File: src/source/rv_decode_pkg.sv
//////////////////////////////////////////////////////////////////////
// Shared definitions for the RV32I decode stage
// Widths, field types, opcode and func constants, control enums
//////////////////////////////////////////////////////////////////////
package rv_decode_pkg;

    localparam int XLEN       = 32;
    localparam int REG_ADDR_W = 5;

    typedef logic [XLEN-1:0]       instr_t;
    typedef logic [XLEN-1:0]       word_t;
    typedef logic [REG_ADDR_W-1:0] reg_addr_t;
    typedef logic [2:0]            funct3_t;

    //////////////////////////////////////////////////////////////////////
    // Major opcodes
    localparam logic [6:0] OPC_LUI    = 7'b0110111;
    localparam logic [6:0] OPC_AUIPC  = 7'b0010111;
    localparam logic [6:0] OPC_JAL    = 7'b1101111;
    localparam logic [6:0] OPC_JALR   = 7'b1100111;
    localparam logic [6:0] OPC_BRANCH = 7'b1100011;
    localparam logic [6:0] OPC_LOAD   = 7'b0000011;
    localparam logic [6:0] OPC_STORE  = 7'b0100011;
    localparam logic [6:0] OPC_OP_IMM = 7'b0010011;
    localparam logic [6:0] OPC_OP     = 7'b0110011;
    localparam logic [6:0] OPC_SYSTEM = 7'b1110011;

    //////////////////////////////////////////////////////////////////////
    // func3 / func7 / func12 codes
    localparam funct3_t F3_ADD  = 3'b000;
    localparam funct3_t F3_SLL  = 3'b001;
    localparam funct3_t F3_SLT  = 3'b010;
    localparam funct3_t F3_SLTU = 3'b011;
    localparam funct3_t F3_XOR  = 3'b100;
    localparam funct3_t F3_SR   = 3'b101;  // SRL and SRA
    localparam funct3_t F3_OR   = 3'b110;
    localparam funct3_t F3_AND  = 3'b111;

    localparam funct3_t F3_BEQ  = 3'b000;
    localparam funct3_t F3_BNE  = 3'b001;
    localparam funct3_t F3_BLT  = 3'b100;
    localparam funct3_t F3_BGE  = 3'b101;
    localparam funct3_t F3_BLTU = 3'b110;
    localparam funct3_t F3_BGEU = 3'b111;

    localparam funct3_t F3_B    = 3'b000;  // Access widths, loads and stores
    localparam funct3_t F3_H    = 3'b001;
    localparam funct3_t F3_W    = 3'b010;
    localparam funct3_t F3_BU   = 3'b100;
    localparam funct3_t F3_HU   = 3'b101;

    localparam funct3_t F3_JALR = 3'b000;
    localparam funct3_t F3_PRIV = 3'b000;  // Non-CSR SYSTEM

    localparam logic [6:0] F7_BASE = 7'b0000000;
    localparam logic [6:0] F7_ALT  = 7'b0100000;  // SUB, SRA, SRAI

    localparam logic [11:0] F12_ECALL  = 12'h000;
    localparam logic [11:0] F12_EBREAK = 12'h001;
    localparam logic [11:0] F12_MRET   = 12'h302;
    localparam logic [11:0] F12_WFI    = 12'h105;

    //////////////////////////////////////////////////////////////////////
    // Control encodings
    typedef enum logic [3:0] {
        ALU_ADD = 4'd0, ALU_SUB = 4'd1, ALU_SLL = 4'd2, ALU_SRL = 4'd3,
        ALU_SRA = 4'd4, ALU_XOR = 4'd5, ALU_OR  = 4'd6, ALU_AND = 4'd7
    } alu_op_e;

    typedef enum logic [2:0] {
        CMP_UN = 3'd0, CMP_EQ = 3'd1, CMP_NQ  = 3'd2, CMP_LT = 3'd3,
        CMP_GE = 3'd4, CMP_LTU = 3'd5, CMP_GEU = 3'd6
    } cmp_func_e;

    typedef enum logic [2:0] {
        IMM_I = 3'd0, IMM_S = 3'd1, IMM_B = 3'd2, IMM_U = 3'd3, IMM_J = 3'd4
    } imm_fmt_e;

    typedef enum logic [2:0] {
        DIN_IMM = 3'd0, DIN_PC_NEXT = 3'd1, DIN_ALU = 3'd2, DIN_CMP = 3'd3,
        DIN_MEM = 3'd4
    } rf_din_sel_e;

endpackage

File: src/source/decode_ctrl_if.sv
//////////////////////////////////////////////////////////////////////
// Decoder control word bundle
// Driven by the control decoder, read by imm gen and the stage
//////////////////////////////////////////////////////////////////////
`timescale 1ns/1ps

interface decode_ctrl_if import rv_decode_pkg::*; ();

    logic        illegal;
    logic        jump_en;
    logic        wfi;
    cmp_func_e   cmp_type;
    logic        rf_we;
    rf_din_sel_e rf_din_sel;
    logic        a_op_sel;      // 1 selects PC
    logic        b_op_sel;      // 1 selects immediate
    logic        cmp_b_op_sel;  // 1 selects immediate
    alu_op_e     alu_op;
    logic        mem_req;
    logic        mem_we;
    imm_fmt_e    imm_fmt;

    modport dec (
        output illegal, jump_en, wfi, cmp_type, rf_we, rf_din_sel,
               a_op_sel, b_op_sel, cmp_b_op_sel, alu_op, mem_req, mem_we, imm_fmt
    );

    modport imm (
        input imm_fmt
    );

    modport stage (
        input illegal, jump_en, wfi, cmp_type, rf_we, rf_din_sel,
              a_op_sel, b_op_sel, cmp_b_op_sel, alu_op, mem_req, mem_we
    );

endinterface

File: src/source/rv_ctrl_decode.sv
//////////////////////////////////////////////////////////////////////
// RV32I control decoder
// opcode/func3/func7 match into control word and immediate format
//////////////////////////////////////////////////////////////////////
`timescale 1ns/1ps

module rv_ctrl_decode
    import rv_decode_pkg::*;
(
    input  instr_t     instr_i,
    decode_ctrl_if.dec ctrl
);

    logic [6:0]  opcode;
    funct3_t     func3;
    logic [6:0]  func7;
    reg_addr_t   rd;
    reg_addr_t   rs1;
    logic [11:0] funct12;
    logic        alt_f7;
    logic        op_f7_ok;
    logic        imm_f7_ok;
    cmp_func_e   br_cmp;

    function automatic cmp_func_e branch_cmp(input funct3_t f3);
        cmp_func_e c;
        case (f3)
            F3_BEQ:  c = CMP_EQ;
            F3_BNE:  c = CMP_NQ;
            F3_BLT:  c = CMP_LT;
            F3_BGE:  c = CMP_GE;
            F3_BLTU: c = CMP_LTU;
            F3_BGEU: c = CMP_GEU;
            default: c = CMP_UN;  // 010/011 unused
        endcase
        return c;
    endfunction

    function automatic alu_op_e alu_op_of(input funct3_t f3, input logic alt);
        alu_op_e op;
        case (f3)
            F3_ADD:  op = alt ? ALU_SUB : ALU_ADD;
            F3_SLL:  op = ALU_SLL;
            F3_XOR:  op = ALU_XOR;
            F3_SR:   op = alt ? ALU_SRA : ALU_SRL;
            F3_OR:   op = ALU_OR;
            F3_AND:  op = ALU_AND;
            default: op = ALU_ADD;  // SLT/SLTU go through the comparator
        endcase
        return op;
    endfunction

    assign opcode  = instr_i[6:0];
    assign func3   = instr_i[14:12];
    assign func7   = instr_i[31:25];
    assign rd      = instr_i[11:7];
    assign rs1     = instr_i[19:15];
    assign funct12 = instr_i[31:20];

    assign alt_f7    = (func7 == F7_ALT);
    assign op_f7_ok  = (func7 == F7_BASE) || (alt_f7 && (func3 == F3_ADD || func3 == F3_SR));
    assign imm_f7_ok = (func3 == F3_SLL) ? (func7 == F7_BASE) :
                       (func3 == F3_SR)  ? (func7 == F7_BASE || alt_f7) : 1'b1;
    assign br_cmp    = branch_cmp(func3);

    always_comb
    begin
        ctrl.illegal      = 1'b0;
        ctrl.jump_en      = 1'b0;
        ctrl.wfi          = 1'b0;
        ctrl.cmp_type     = CMP_UN;
        ctrl.rf_we        = 1'b0;
        ctrl.rf_din_sel   = DIN_IMM;
        ctrl.a_op_sel     = 1'b0;
        ctrl.b_op_sel     = 1'b0;
        ctrl.cmp_b_op_sel = 1'b0;
        ctrl.alu_op       = ALU_ADD;
        ctrl.mem_req      = 1'b0;
        ctrl.mem_we       = 1'b0;
        ctrl.imm_fmt      = IMM_U;

        case (opcode)
            OPC_LUI:
            begin
                ctrl.rf_we = 1'b1;
            end

            OPC_AUIPC:
            begin
                ctrl.rf_we      = 1'b1;
                ctrl.rf_din_sel = DIN_ALU;
                ctrl.a_op_sel   = 1'b1;  // PC + imm
                ctrl.b_op_sel   = 1'b1;
            end

            OPC_JAL:
            begin
                ctrl.jump_en    = 1'b1;
                ctrl.rf_we      = 1'b1;
                ctrl.rf_din_sel = DIN_PC_NEXT;  // Link address
                ctrl.a_op_sel   = 1'b1;
                ctrl.b_op_sel   = 1'b1;
                ctrl.imm_fmt    = IMM_J;
            end

            OPC_JALR:
            begin
                if (func3 != F3_JALR)
                    ctrl.illegal = 1'b1;
                else
                begin
                    ctrl.jump_en    = 1'b1;
                    ctrl.rf_we      = 1'b1;
                    ctrl.rf_din_sel = DIN_PC_NEXT;
                    ctrl.b_op_sel   = 1'b1;  // rs1 + imm
                    ctrl.imm_fmt    = IMM_I;
                end
            end

            OPC_BRANCH:
            begin
                if (br_cmp == CMP_UN)
                    ctrl.illegal = 1'b1;
                else
                begin
                    ctrl.jump_en  = 1'b1;
                    ctrl.cmp_type = br_cmp;
                    ctrl.a_op_sel = 1'b1;  // Target PC + imm
                    ctrl.b_op_sel = 1'b1;
                    ctrl.imm_fmt  = IMM_B;
                end
            end

            OPC_LOAD:
            begin
                ctrl.illegal    = !(func3 inside {F3_B, F3_H, F3_W, F3_BU, F3_HU});
                ctrl.rf_we      = 1'b1;
                ctrl.rf_din_sel = DIN_MEM;
                ctrl.b_op_sel   = 1'b1;  // Address rs1 + imm
                ctrl.mem_req    = 1'b1;
                ctrl.imm_fmt    = IMM_I;
            end

            OPC_STORE:
            begin
                ctrl.illegal  = !(func3 inside {F3_B, F3_H, F3_W});
                ctrl.b_op_sel = 1'b1;
                ctrl.mem_req  = 1'b1;
                ctrl.mem_we   = 1'b1;
                ctrl.imm_fmt  = IMM_S;
            end

            OPC_OP_IMM:
            begin
                if (!imm_f7_ok)
                    ctrl.illegal = 1'b1;
                else
                begin
                    ctrl.rf_we   = 1'b1;
                    ctrl.imm_fmt = IMM_I;
                    if (func3 == F3_SLT || func3 == F3_SLTU)
                    begin
                        ctrl.rf_din_sel   = DIN_CMP;
                        ctrl.cmp_b_op_sel = 1'b1;
                        ctrl.cmp_type     = (func3 == F3_SLT) ? CMP_LT : CMP_LTU;
                    end
                    else
                    begin
                        ctrl.rf_din_sel = DIN_ALU;
                        ctrl.b_op_sel   = 1'b1;
                        ctrl.alu_op     = alu_op_of(func3, alt_f7 && func3 == F3_SR);
                    end
                end
            end

            OPC_OP:
            begin
                if (!op_f7_ok)
                    ctrl.illegal = 1'b1;  // Also catches MUL/DIV
                else
                begin
                    ctrl.rf_we = 1'b1;
                    if (func3 == F3_SLT || func3 == F3_SLTU)
                    begin
                        ctrl.rf_din_sel = DIN_CMP;
                        ctrl.cmp_type   = (func3 == F3_SLT) ? CMP_LT : CMP_LTU;
                    end
                    else
                    begin
                        ctrl.rf_din_sel = DIN_ALU;
                        ctrl.alu_op     = alu_op_of(func3, alt_f7);
                    end
                end
            end

            OPC_SYSTEM:
            begin
                if (func3 == F3_PRIV && rd == '0 && rs1 == '0)
                begin
                    case (funct12)
                        F12_WFI:
                        begin
                            // Runs as ADDI x0, x0, imm
                            ctrl.wfi        = 1'b1;
                            ctrl.rf_we      = 1'b1;
                            ctrl.rf_din_sel = DIN_ALU;
                            ctrl.b_op_sel   = 1'b1;
                            ctrl.imm_fmt    = IMM_I;
                        end
                        F12_ECALL, F12_EBREAK, F12_MRET:
                            ctrl.illegal = 1'b1;  // No trap support
                        default:
                            ctrl.illegal = 1'b1;
                    endcase
                end
                else
                    ctrl.illegal = 1'b1;  // CSR access
            end

            default:
                ctrl.illegal = 1'b1;
        endcase
    end

endmodule

File: src/source/rv_imm_gen.sv
//////////////////////////////////////////////////////////////////////
// Immediate generator
// Sign-extended I, S, B, U and J immediates
//////////////////////////////////////////////////////////////////////
`timescale 1ns/1ps

module rv_imm_gen
    import rv_decode_pkg::*;
(
    input  instr_t     instr_i,
    decode_ctrl_if.imm ctrl,
    output word_t      imm_o
);

    logic sign;

    assign sign = instr_i[31];

    always_comb
    begin
        case (ctrl.imm_fmt)
            IMM_I:
                imm_o = {{21{sign}}, instr_i[30:20]};
            IMM_S:
                imm_o = {{21{sign}}, instr_i[30:25], instr_i[11:7]};
            IMM_B:
                imm_o = {{20{sign}}, instr_i[7], instr_i[30:25], instr_i[11:8], 1'b0};
            IMM_U:
                imm_o = {instr_i[31:12], 12'b0};  // Upper 20 bits
            IMM_J:
                imm_o = {{12{sign}}, instr_i[19:12], instr_i[20], instr_i[30:21], 1'b0};
            default:
                imm_o = '0;
        endcase
    end

endmodule

File: src/source/rv_decode_stage.sv
//////////////////////////////////////////////////////////////////////
// Registered RV32I decode stage, top level
// Field slicing, control and immediate decode, output register
//////////////////////////////////////////////////////////////////////
`timescale 1ns/1ps

module rv_decode_stage
    import rv_decode_pkg::*;
(
    input  logic        clk_i,
    input  logic        reset_i,
    input  logic        instr_valid_i,
    input  instr_t      instr_i,

    output logic        valid_o,
    output logic        illegal_instr_o,
    output reg_addr_t   rd_sel_o,
    output reg_addr_t   rs1_sel_o,
    output reg_addr_t   rs2_sel_o,
    output word_t       imm_o,
    output logic        jump_en_o,
    output logic        wfi_o,
    output cmp_func_e   comparison_type_o,
    output logic        rf_we_o,
    output rf_din_sel_e rf_din_sel_o,
    output logic        a_op_sel_o,
    output logic        b_op_sel_o,
    output logic        cmp_b_op_sel_o,
    output alu_op_e     alu_op_sel_o,
    output funct3_t     mem_access_width_o,
    output logic        mem_req_o,
    output logic        mem_we_o
);

    decode_ctrl_if ctrl_bus ();

    word_t imm;

    rv_ctrl_decode ctrl_decode_i (
        .instr_i (instr_i),
        .ctrl    (ctrl_bus.dec)
    );

    rv_imm_gen imm_gen_i (
        .instr_i (instr_i),
        .ctrl    (ctrl_bus.imm),
        .imm_o   (imm)
    );

    //////////////////////////////////////////////////////////////////////
    // Enables and valid
    always_ff @(posedge clk_i)
    begin
        if (reset_i)
        begin
            valid_o         <= 1'b0;
            illegal_instr_o <= 1'b0;
            jump_en_o       <= 1'b0;
            wfi_o           <= 1'b0;
            rf_we_o         <= 1'b0;
            mem_req_o       <= 1'b0;
            mem_we_o        <= 1'b0;
        end
        else
        begin
            valid_o <= instr_valid_i;  // One-cycle pulse per strobe
            if (instr_valid_i)
            begin
                illegal_instr_o <= ctrl_bus.illegal;
                jump_en_o       <= ctrl_bus.jump_en;
                wfi_o           <= ctrl_bus.wfi;
                rf_we_o         <= ctrl_bus.rf_we;
                mem_req_o       <= ctrl_bus.mem_req;
                mem_we_o        <= ctrl_bus.mem_we;
            end
        end
    end

    //////////////////////////////////////////////////////////////////////
    // Fields, immediate and selects
    always_ff @(posedge clk_i)
    begin
        if (instr_valid_i)
        begin
            rd_sel_o           <= instr_i[11:7];
            rs1_sel_o          <= instr_i[19:15];
            rs2_sel_o          <= instr_i[24:20];
            mem_access_width_o <= instr_i[14:12];  // func3
            imm_o              <= imm;
            comparison_type_o  <= ctrl_bus.cmp_type;
            rf_din_sel_o       <= ctrl_bus.rf_din_sel;
            a_op_sel_o         <= ctrl_bus.a_op_sel;
            b_op_sel_o         <= ctrl_bus.b_op_sel;
            cmp_b_op_sel_o     <= ctrl_bus.cmp_b_op_sel;
            alu_op_sel_o       <= ctrl_bus.alu_op;
        end
    end

endmodule

File: config.mk
export PLATFORM = sky130hd
export DESIGN_NAME = rv_decode_stage
export DESIGN_NICKNAME = d
export VERILOG_FILES = /design/src/source/rv_decode_pkg.sv /design/src/source/decode_ctrl_if.sv /design/src/source/rv_ctrl_decode.sv /design/src/source/rv_imm_gen.sv /design/src/source/rv_decode_stage.sv
export SDC_FILE = /design/constraint.sdc
export NUM_CORES = 1
export LEC_CHECK = 0
export BUFFER_PORTS_ARGS = -buffer_cell sky130_fd_sc_hd__buf_2
export CORE_MARGIN = 2
export CORE_UTILIZATION = 54
export DETAILED_ROUTE_END_ITERATION = 8
export GPL_TIMING_DRIVEN = 0
export MAX_ROUTING_LAYER = met4
export PLACE_DENSITY = 0.94
export SLEW_MARGIN = 30
export SYNTH_ARGS = -nofsm -noshare
export SYNTH_HDL_FRONTEND = slang
export SYNTH_SLANG_ARGS = --single-unit
File: constraint.sdc
create_clock -name clk_i -period 4.32 [get_ports clk_i]
set_input_delay 0.432 -clock clk_i [delete_from_list [all_inputs] [get_ports clk_i]]
set_output_delay 0.432 -clock clk_i [all_outputs]
set_load 0.02 [all_outputs]
Word-level counts from Yosys, hierarchy flattened --
Cells that the tools add are included.
Word-level totals: register bits after elaboration 70, output and inout port bits 70, word-level logic and storage cells 123
Cells by class: eq/ne operators 23, mux-type cells 57, reduce and logical (&&, ||, !) cells 25
Operators by type and width (number):
- $pmux W32 S5 | 1
- $pmux W4 S6 | 2
- $pmux W3 S7 | 2
- $mux W3 | 11
- $eq A7 B6 Y1 const B | 4
- $eq A7 B7 Y1 const B | 4
- $mux W1 | 25
- $pmux W3 S6 | 1
- $mux W4 | 4
- $eq A3 B3 Y1 const B | 5
- $eq A7 B5 Y1 const B | 2
- $eq A12 B9 Y1 const B | 1
- $eq A3 B2 Y1 const B | 4
- $logic_not A5 Y1 | 2
- $pmux W1 S5 | 2
- $logic_not A3 Y1 | 3
- $pmux W3 S3 | 1
- $mux W2 | 4
- $pmux W1 S8 | 1
- $pmux W4 S2 | 1
- $reduce_or A4 Y1 | 2
- $eq A7 B2 Y1 const B | 1
- $logic_not A7 Y1 | 1
- $eq A3 B1 Y1 const B | 2
- 10 further kinds | 19

Depth between registers and ports, before layout --
Gate-level depths: netlist of the first run.
depth in word-level cells 8, gate-level depth with buffers 8, depth with buffers taken out 6

Hierarchy --
Synthesis of the first run repeated with hierarchy kept, for this count alone.
Second synthesis, totals: cell total of the unflattened synthesis 287, area, all modules 3357.0 sq um
Modules (own cells, without submodules):
- rv_decode_stage | times used 1, cells each 84, area an instance 2132.0 sq um, seq. area each 2031.9 sq um
- rv_ctrl_decode | times used 1, cells each 109, area an instance 684.4 sq um, seq. area each 0.0 sq um
- rv_imm_gen | times used 1, cells each 94, area an instance 540.5 sq um, seq. area each 0.0 sq um

Worst setup path after synthesis of the first run --
No wires, ideal clock.
path kind input-to-reg, start point input instr_i[26], end point register imm_o[12], data pin, library setup time 260 ps, data arrival time 2412 ps, required time 4060 ps, slack 1648 ps, stages 6, path buffers 0, path through or4_4 o41a_1 a21oi_4 o211ai_4 nor3_4 mux2_2
Between the ends: longest elaborated chain between the ends 8, elaborated cells on any way between the ends 16, classes of those cells 6 x eq/ne; 7 x mux; 3 x reduce/logical
Ends and longest elaborated chain:
- from (decl) | RTL line rv_decode_stage.sv:13 | input instr_t instr_i,
- $eq A7 B6 Y1 or $logic_not A7 Y1 (tied branches) | RTL line rv_ctrl_decode.sv:60, rv_ctrl_decode.sv:62, rv_ctrl_decode.sv:63
- $logic_or A1 B1 Y1 | RTL line rv_ctrl_decode.sv:63 | (func3 == F3_SR) ? (func7 == F7_BASE || alt_f7) : 1'b1;
- $mux W1 | RTL line rv_ctrl_decode.sv:63
- $mux W1 | RTL line rv_ctrl_decode.sv:62 | assign imm_f7_ok = (func3 == F3_SLL) ? (func7 == F7_BASE) :
- $mux W2 | RTL line rv_ctrl_decode.sv:155 | if (!imm_f7_ok)
- $pmux W3 S7 * | RTL line rv_ctrl_decode.sv:82 | case (opcode)
- $eq A3 B3 Y1, or another cell as far along | RTL line rv_imm_gen.sv:21 | case (ctrl.imm_fmt)
- $pmux W32 S5 * | RTL line rv_imm_gen.sv:21
- net imm[12] | RTL line rv_decode_stage.sv:37 | word_t imm;
- to (signal assigned) | RTL line rv_decode_stage.sv:89 | imm_o <= imm;
- to (decl) | RTL line rv_decode_stage.sv:20 | output word_t imm_o,
The timed path passes the listed nets; every way through them passes the cells marked *. A chain may end at the register's enable or synchronous reset.

Final worst setup path of the first run --
start point input instr_i[14], end point register imm_o[18], data pin
Between the ends: longest elaborated chain between the ends 7, elaborated cells on any way between the ends 24, classes of those cells 9 x eq/ne; 9 x mux; 6 x reduce/logical
Ends and longest elaborated chain:
- $eq A3 B3 Y1, or another cell as far along | RTL line rv_ctrl_decode.sv:27 | case (f3)
- $pmux W3 S6, or another cell as far along | RTL line rv_ctrl_decode.sv:27
- $logic_not A3 Y1, or another cell as far along | RTL line rv_ctrl_decode.sv:122 | if (br_cmp == CMP_UN)
- $mux W1, or another cell as far along | RTL line rv_ctrl_decode.sv:122
- $pmux W3 S7 * | RTL line rv_ctrl_decode.sv:82
- $eq A3 B3 Y1, or another cell as far along | RTL line rv_imm_gen.sv:21
- $pmux W32 S5 * | RTL line rv_imm_gen.sv:21
- net imm[18] | RTL line rv_decode_stage.sv:37
Marked as above.

==> results of run 1 <==
[area by class of cell]
cell class | instances | share of cell area
Clock inverter | 6 | 0.0222
Timing Repair Buffer | 100 | 0.127
Clock buffer | 10 | 0.0323
Inverter | 6 | 0.00570
Tap cell | 72 | 0.0228
Sequential cell | 69 | 0.507
Buffer | 16 | 0.0168
Multi-Input combinational cell | 162 | 0.266
[report_power, final]
part | internal (mW) | total, mW | switching [mW]
Sequential | 0.776 | 0.789 | 0.0124
Combinational | 0.0695 | 0.211 | 0.142
Clock | 0.325 | 0.561 | 0.236
Total | 1.17 | 1.56 | 0.390
[worst max path at each step]
stage                     cells after the start  slack [ps]   startpoint   endpoint
after CTS                                     7        1450  instr_i[14]  imm_o[18]
after detailed placement                      7        1100  instr_i[14]  imm_o[18]
after floorplan                               6        1650  instr_i[26]  imm_o[12]
final                                         7        1440  instr_i[14]  imm_o[18]
after global routing                          7        1190  instr_i[14]  imm_o[13]
after global placement                        7        1100  instr_i[14]  imm_o[14]
[state kept, by name (all words and copies together) (netlist names), 3 cells and up]
signal              flops
imm_o                  32
rd_sel_o                5
rs1_sel_o               5
rs2_sel_o               5
alu_op_sel_o            3
comparison_type_o       3
mem_access_width_o      3
rf_din_sel_o            3
[cell usage after synthesis (all sizes together) (4+ instances only)]
cell,n
a21o,10
a21oi,11
a22o,4
and2,8
and3,4
buf,4
clkbuf,12
dfxtp,7
edfxtp,62
inv,6
mux2,8
mux2i,4
nand2,14
nand3,7
nor2,20
nor2b,8
nor3,8
nor4,5
o21ai,14
o22ai,4
[layer usage]
layer  vias to the layer above  routed length [um]
li1                       1181                   -
met1                      1210                2930
met2                       141                3710
met3                        16                 632
met4                         0                 108
met5                         -                   0
[kinds of logic after synthesis]
logic type             Yosys count
AO/OA/AOI/OAI                   59
XOR/XNOR                         2
buffers and inverters           22
flip-flops                      69
multiplexers                    12
other                            1
AND/OR/NAND/NOR                 88
[layout by cell type, fill, tap and decap left out, drive strengths merged, types with 4 or more instances in the layout]
master / count
clkbuf: 22
nand3: 7
buf: 104
a22o: 4
nor2b: 8
a21o: 10
edfxtp: 62
nand2: 14
and2: 8
nor2: 20
nor3: 8
and3: 4
inv: 6
a21oi: 11
nor4: 5
o22ai: 4
clkinv: 4
dfxtp: 7
o21ai: 14
mux2: 8
mux2i: 4
[stage by stage]
stage / instances / instance area [um2] / total power, mW
4_1_cts: 441 / 3950 / 1.57
2_1_floorplan: 253 / 3140 / 0.921
3_3_place_gp: 425 / 3730 / 1.01
6_report: 441 / 3950 / 1.56
5_1_grt: 441 / 3950 / 1.62
3_5_place_dp: 425 / 3740 / 1.01
==> results.yml, run 1 <==
grt:
  met1_usage: 0.297
  antenna_found_initial: 0
  top_usage_layer: "met2"
  grt-ovfl-total: 0
  grt_pass1_wl_mm: 11.5
  met2_usage: 0.404
  gr-usage-all-layers: 0.246
  met3_usage: 0.0640
  grt_max_degree: 64
  grt_pass1_vias: 2353
finish:
  syn_to_final_growth_pct: 25.7
  antenna_cells: 0
  multi_input_area_mm2: 0.00105
  fin_nets: 399
  fin_util: 0.709
  seq_area_mm2: 0.00200
  fillers: 411
  layout-drive-gt1-share: 0.355
timing:
  max-slew-margin-rel: 0.403
  finalClockSkew_ps: 0
  fin_tns_setup_ps: 0
  rsz0062_at_grt: "false"
  drv_slew: 0
  setup_viol: 0
  setup_slack_ps: 1440
  fmax_mhz: 347
  fin_crit_sh: 0.667
  min_period_ps: 2880
  timing.hold.ws_ps: 313
  tightest_slew_ps: 888
  hold_violations: 0
setup_path:
  cp_max_fo: 8
  worst-path-buf-inv: 1
  rr_endpoint: "rf_we_o"
  cp-start-kind: "primary input"
  critPathArrivalTime_ps: 2970
  worst_path_max_delay_cell: "nor4_1"
  cp-end-kind: "flop"
  crit_chain: "buf_2 > nor3_1 > nand4_1 > nor4_1 > o211ai_4 > nor3_4 > mux2_2"
  r2r_setup_slack_ps: 3230
  crit_family: "simple AND/OR/NAND/NOR gates"
  r2r-start: "rf_we_o"
  reg2reg_depth: 4
  crit_required_ps: 4410
  worst-setup-path-type: "primary input to flop"
  cpPeakStageDelay_ps: 790
detailed_routing:
  drc_errors: 0
  first_pass_iters: 5
  post_drt_wl_per_cell_um: 16.8
  drt_iter0_markers: 186
  wl_mm: 7.39
  viasPerCell: 5.78
  detail-route-antenna-nets: 0
  vias: 2548
cts:
  post_cts_buffers: 0
  htree_levels: 3
  clock-sinks: 69
  clk_pin_slew_ps: 70
  cts_buffers: 9
  clock_latency_ps: 330
  cts_tree: "done"
  ctsRootBufferMaster: "clkbuf_8"
  cts_hold_buf: 0
  clock_path_buffers: 2
  cts-resized-gates: 0
logic_synthesis:
  ys_warn_count: 0
  synth_cell_types: 51
  synth_compound_area_frac: 0.134
  ys_ff_latch: 69
  synth_area_mm2: 0.00314
  avgSynthCellArea_um2: 12.4
  syn_inst: 253
  synth_mux_area_frac: 0.0414
  synthAdderAreaFrac: 0
  syn_nets: 288
  postSynth.asyncResetShare: 0
  ys_seq_area_frac: 0.637
  synth_xor_xnor_area_share: 0.00557
  synthFlopType: "edfxtp_1"
  synth_top_family_by_area: "simple AND/OR/NAND/NOR gates"
  synthSimpleGateAreaFrac: 0.153
  yosysTopAreaCellShare: 0.592
  synth_edf_count: 62
  synth_area_leaders: "edfxtp_1 (59%), dfxtp_1 (4.5%), mux2_2 (2.5%)"
  synth_top_area_cell: "edfxtp_1"
place:
  portBuffers: 100
  place_congestion: 0.892
  dp_slack_ps: 1100
  dp_hpwl_mm: 5.34
flow_run:
  maxCapViolCount: 0
hold_path:
  whs_endpoint: "rs1_sel_o[4]"
  hold_class: "primary input to flop"
  hp-start: "instr_i[19]"
  whs_path_depth: 1
power:
  max-vdd-ir-drop_mv: 0.257
  power_leakage_nw: 1.61
  pwr_density_cell_mw_per_mm2: 395
floorplanning:
  core_mm2: 0.00557
  die_y_um: 80.3
  io_pins: 105
  start_util: 0.564
  std_cell_rows: 27
  dieArea_mm2: 0.00645
  die_x_um: 80.3
run_status:
  outcome: "finished clean"
Note: power is estimated with default switching activity, not from simulation.
==> run 2, diff against run 1 <==
--- a/config.mk
+++ b/config.mk
@@ -7,11 +7,11 @@
 export LEC_CHECK = 0
 export BUFFER_PORTS_ARGS = -buffer_cell sky130_fd_sc_hd__buf_2
 export CORE_MARGIN = 2
-export CORE_UTILIZATION = 54
+export CORE_UTILIZATION = 50
 export DETAILED_ROUTE_END_ITERATION = 8
 export GPL_TIMING_DRIVEN = 0
 export MAX_ROUTING_LAYER = met4
-export PLACE_DENSITY = 0.94
+export PLACE_DENSITY = 0.88
 export SLEW_MARGIN = 30
 export SYNTH_ARGS = -nofsm -noshare
 export SYNTH_HDL_FRONTEND = slang
==> constraint.sdc (replaced) <==
create_clock -name clk_i -period 2.85 [get_ports clk_i]
set_input_delay 0.285 -clock clk_i [delete_from_list [all_inputs] [get_ports clk_i]]
set_output_delay 0.285 -clock clk_i [all_outputs]
set_load 0.02 [all_outputs]
==> results.yml, run 2 (synthesized netlist as in run 1, its figures left out) <==
setup_path:
  r2r_setup_slack_ps: 1740
  worst_path_max_delay_cell: "nor4_2"
  reg2reg_depth: 4
  cpPeakStageDelay_ps: 570
  critPathArrivalTime_ps: 2710
  crit_family: "simple AND/OR/NAND/NOR gates"
  cp_num_cells: 7
  cp-end-kind: "flop"
  crit_chain: "buf_2 > nor3_1 > nand4_1 > nor4_2 > o211ai_4 > nor3_4 > mux2_2"
  cp-start-kind: "primary input"
  crit_required_ps: 2940
  worst-setup-path-type: "primary input to flop"
  cp_max_fo: 8
  worst-path-buf-inv: 1
grt:
  grt_pass1_wl_mm: 11.8
  top_usage_layer: "met2"
  antenna_found_initial: 0
  grt_max_degree: 64
  grt_pass1_vias: 2313
  gr-usage-all-layers: 0.223
  met2_usage: 0.361
  grt-ovfl-total: 0
  met1_usage: 0.276
  met3_usage: 0.0646
run_status:
  outcome: "finished clean"
detailed_routing:
  vias: 2539
  viasPerCell: 5.72
  detail-route-antenna-nets: 0
  first_pass_iters: 5
  wl_mm: 7.52
  drc_errors: 0
  drt_iter0_markers: 246
  post_drt_wl_per_cell_um: 16.9
power:
  max-vdd-ir-drop_mv: 0.325
  pwr_density_cell_mw_per_mm2: 597
  power_leakage_nw: 1.61
cts:
  clock_path_buffers: 2
  clk_pin_slew_ps: 70
  ctsRootBufferMaster: "clkbuf_8"
  post_cts_buffers: 0
  cts_buffers: 9
  htree_levels: 3
  cts_tree: "done"
  clock_latency_ps: 330
  clock-sinks: 69
timing:
  drv_slew: 0
  hold_violations: 0
  fmax_mhz: 382
  rsz0062_at_grt: "false"
  min_period_ps: 2620
  setup_slack_ps: 231
  fin_tns_setup_ps: 0
  fin_crit_sh: 0.919
  finalClockSkew_ps: 0
  setup_viol: 0
  tightest_slew_ps: 758
  max-slew-margin-rel: 0.495
floorplanning:
  std_cell_rows: 28
  io_pins: 105
  core_mm2: 0.00599
  start_util: 0.525
  die_y_um: 83.3
  die_x_um: 83.3
  dieArea_mm2: 0.00694
finish:
  final_cell_mix: "buf_2 (101), edfxtp_1 (62), nor2_1 (20)"
  layout_commonest_cell: "buf_2"
  syn_to_final_growth_pct: 26.0
  layout-drive-gt1-share: 0.358
  largest_register_ffs: 32
  regMostFlops: "imm_o"
  antenna_cells: 0
  fin_nets: 399
place:
  place_congestion: 0.967
  portBuffers: 100
  dp_slack_ps: -307
  dp_hpwl_mm: 5.46
hold_path:
  hold_class: "primary input to flop"
  whs_path_depth: 1
flow_run:
  maxCapViolCount: 0
run 2: cell types whose count changed in the layout (fill, tap and decap cells not counted):
cell / before / now
clkbuf_1: 13 / 12
clkinv_1: 0 / 1
clkinv_4: 2 / 1
clkinvlp_4: 0 / 1
nor4_1: 5 / 4
nor4_2: 0 / 1
run 2: where the power goes:
group | internal (mW) | total, mW | switching [mW]
Sequential | 1.18 | 1.19 | 0.0170
Combinational | 0.105 | 0.322 | 0.217
Clock | 0.488 | 0.850 | 0.363
run 2: per-stage QoR:
stage | util | area (um2) | power (mW) | cells | hold slack, ps
2_1_floorplan | - | 3140 | 1.40 | 253 | 357
3_3_place_gp | 0.624 | 3740 | 1.53 | 428 | 474
3_5_place_dp | 0.624 | 3740 | 1.54 | 428 | 481
4_1_cts | 0.660 | 3950 | 2.38 | 444 | 149
5_1_grt | 0.661 | 3960 | 2.45 | 444 | 152
6_report | 0.661 | 3960 | 2.37 | 444 | 160
run 2: per-layer routing:
layer | part of all wire | up-vias
met5 | 0 | -
li1 | - | 1177
met3 | 0.097 | 16
met2 | 0.49 | 151
met1 | 0.40 | 1195
met4 | 0.017 | 0
run 2: path summary, 6_finish.rpt:
kind | startpoint | endpoint
max | instr_i[14] | imm_o[14]
min | instr_i[17] | rs1_sel_o[2]
max reg2reg | rf_we_o | rf_we_o
min reg2reg | wfi_o | wfi_o
run 2: final cells by class:
| class | instances | area, um2 |
|---|---|---|
| repair buffers | 100 | 503 |
| multi-input cells | 162 | 1060 |
| clock inverters | 7 | 90.1 |
| plain buffers | 16 | 66.3 |
| flip-flops and latches | 69 | 2000 |
| inverters | 6 | 22.5 |
| well taps | 75 | 93.8 |
| clock buffers | 9 | 124 |
| fillers | 454 | 2030 |
run 2: repair_timing:
item                       in CTS  in global routing
setup endpoints to repair       0                  8
hold buffers                    0                  0
resized for setup               0                  1
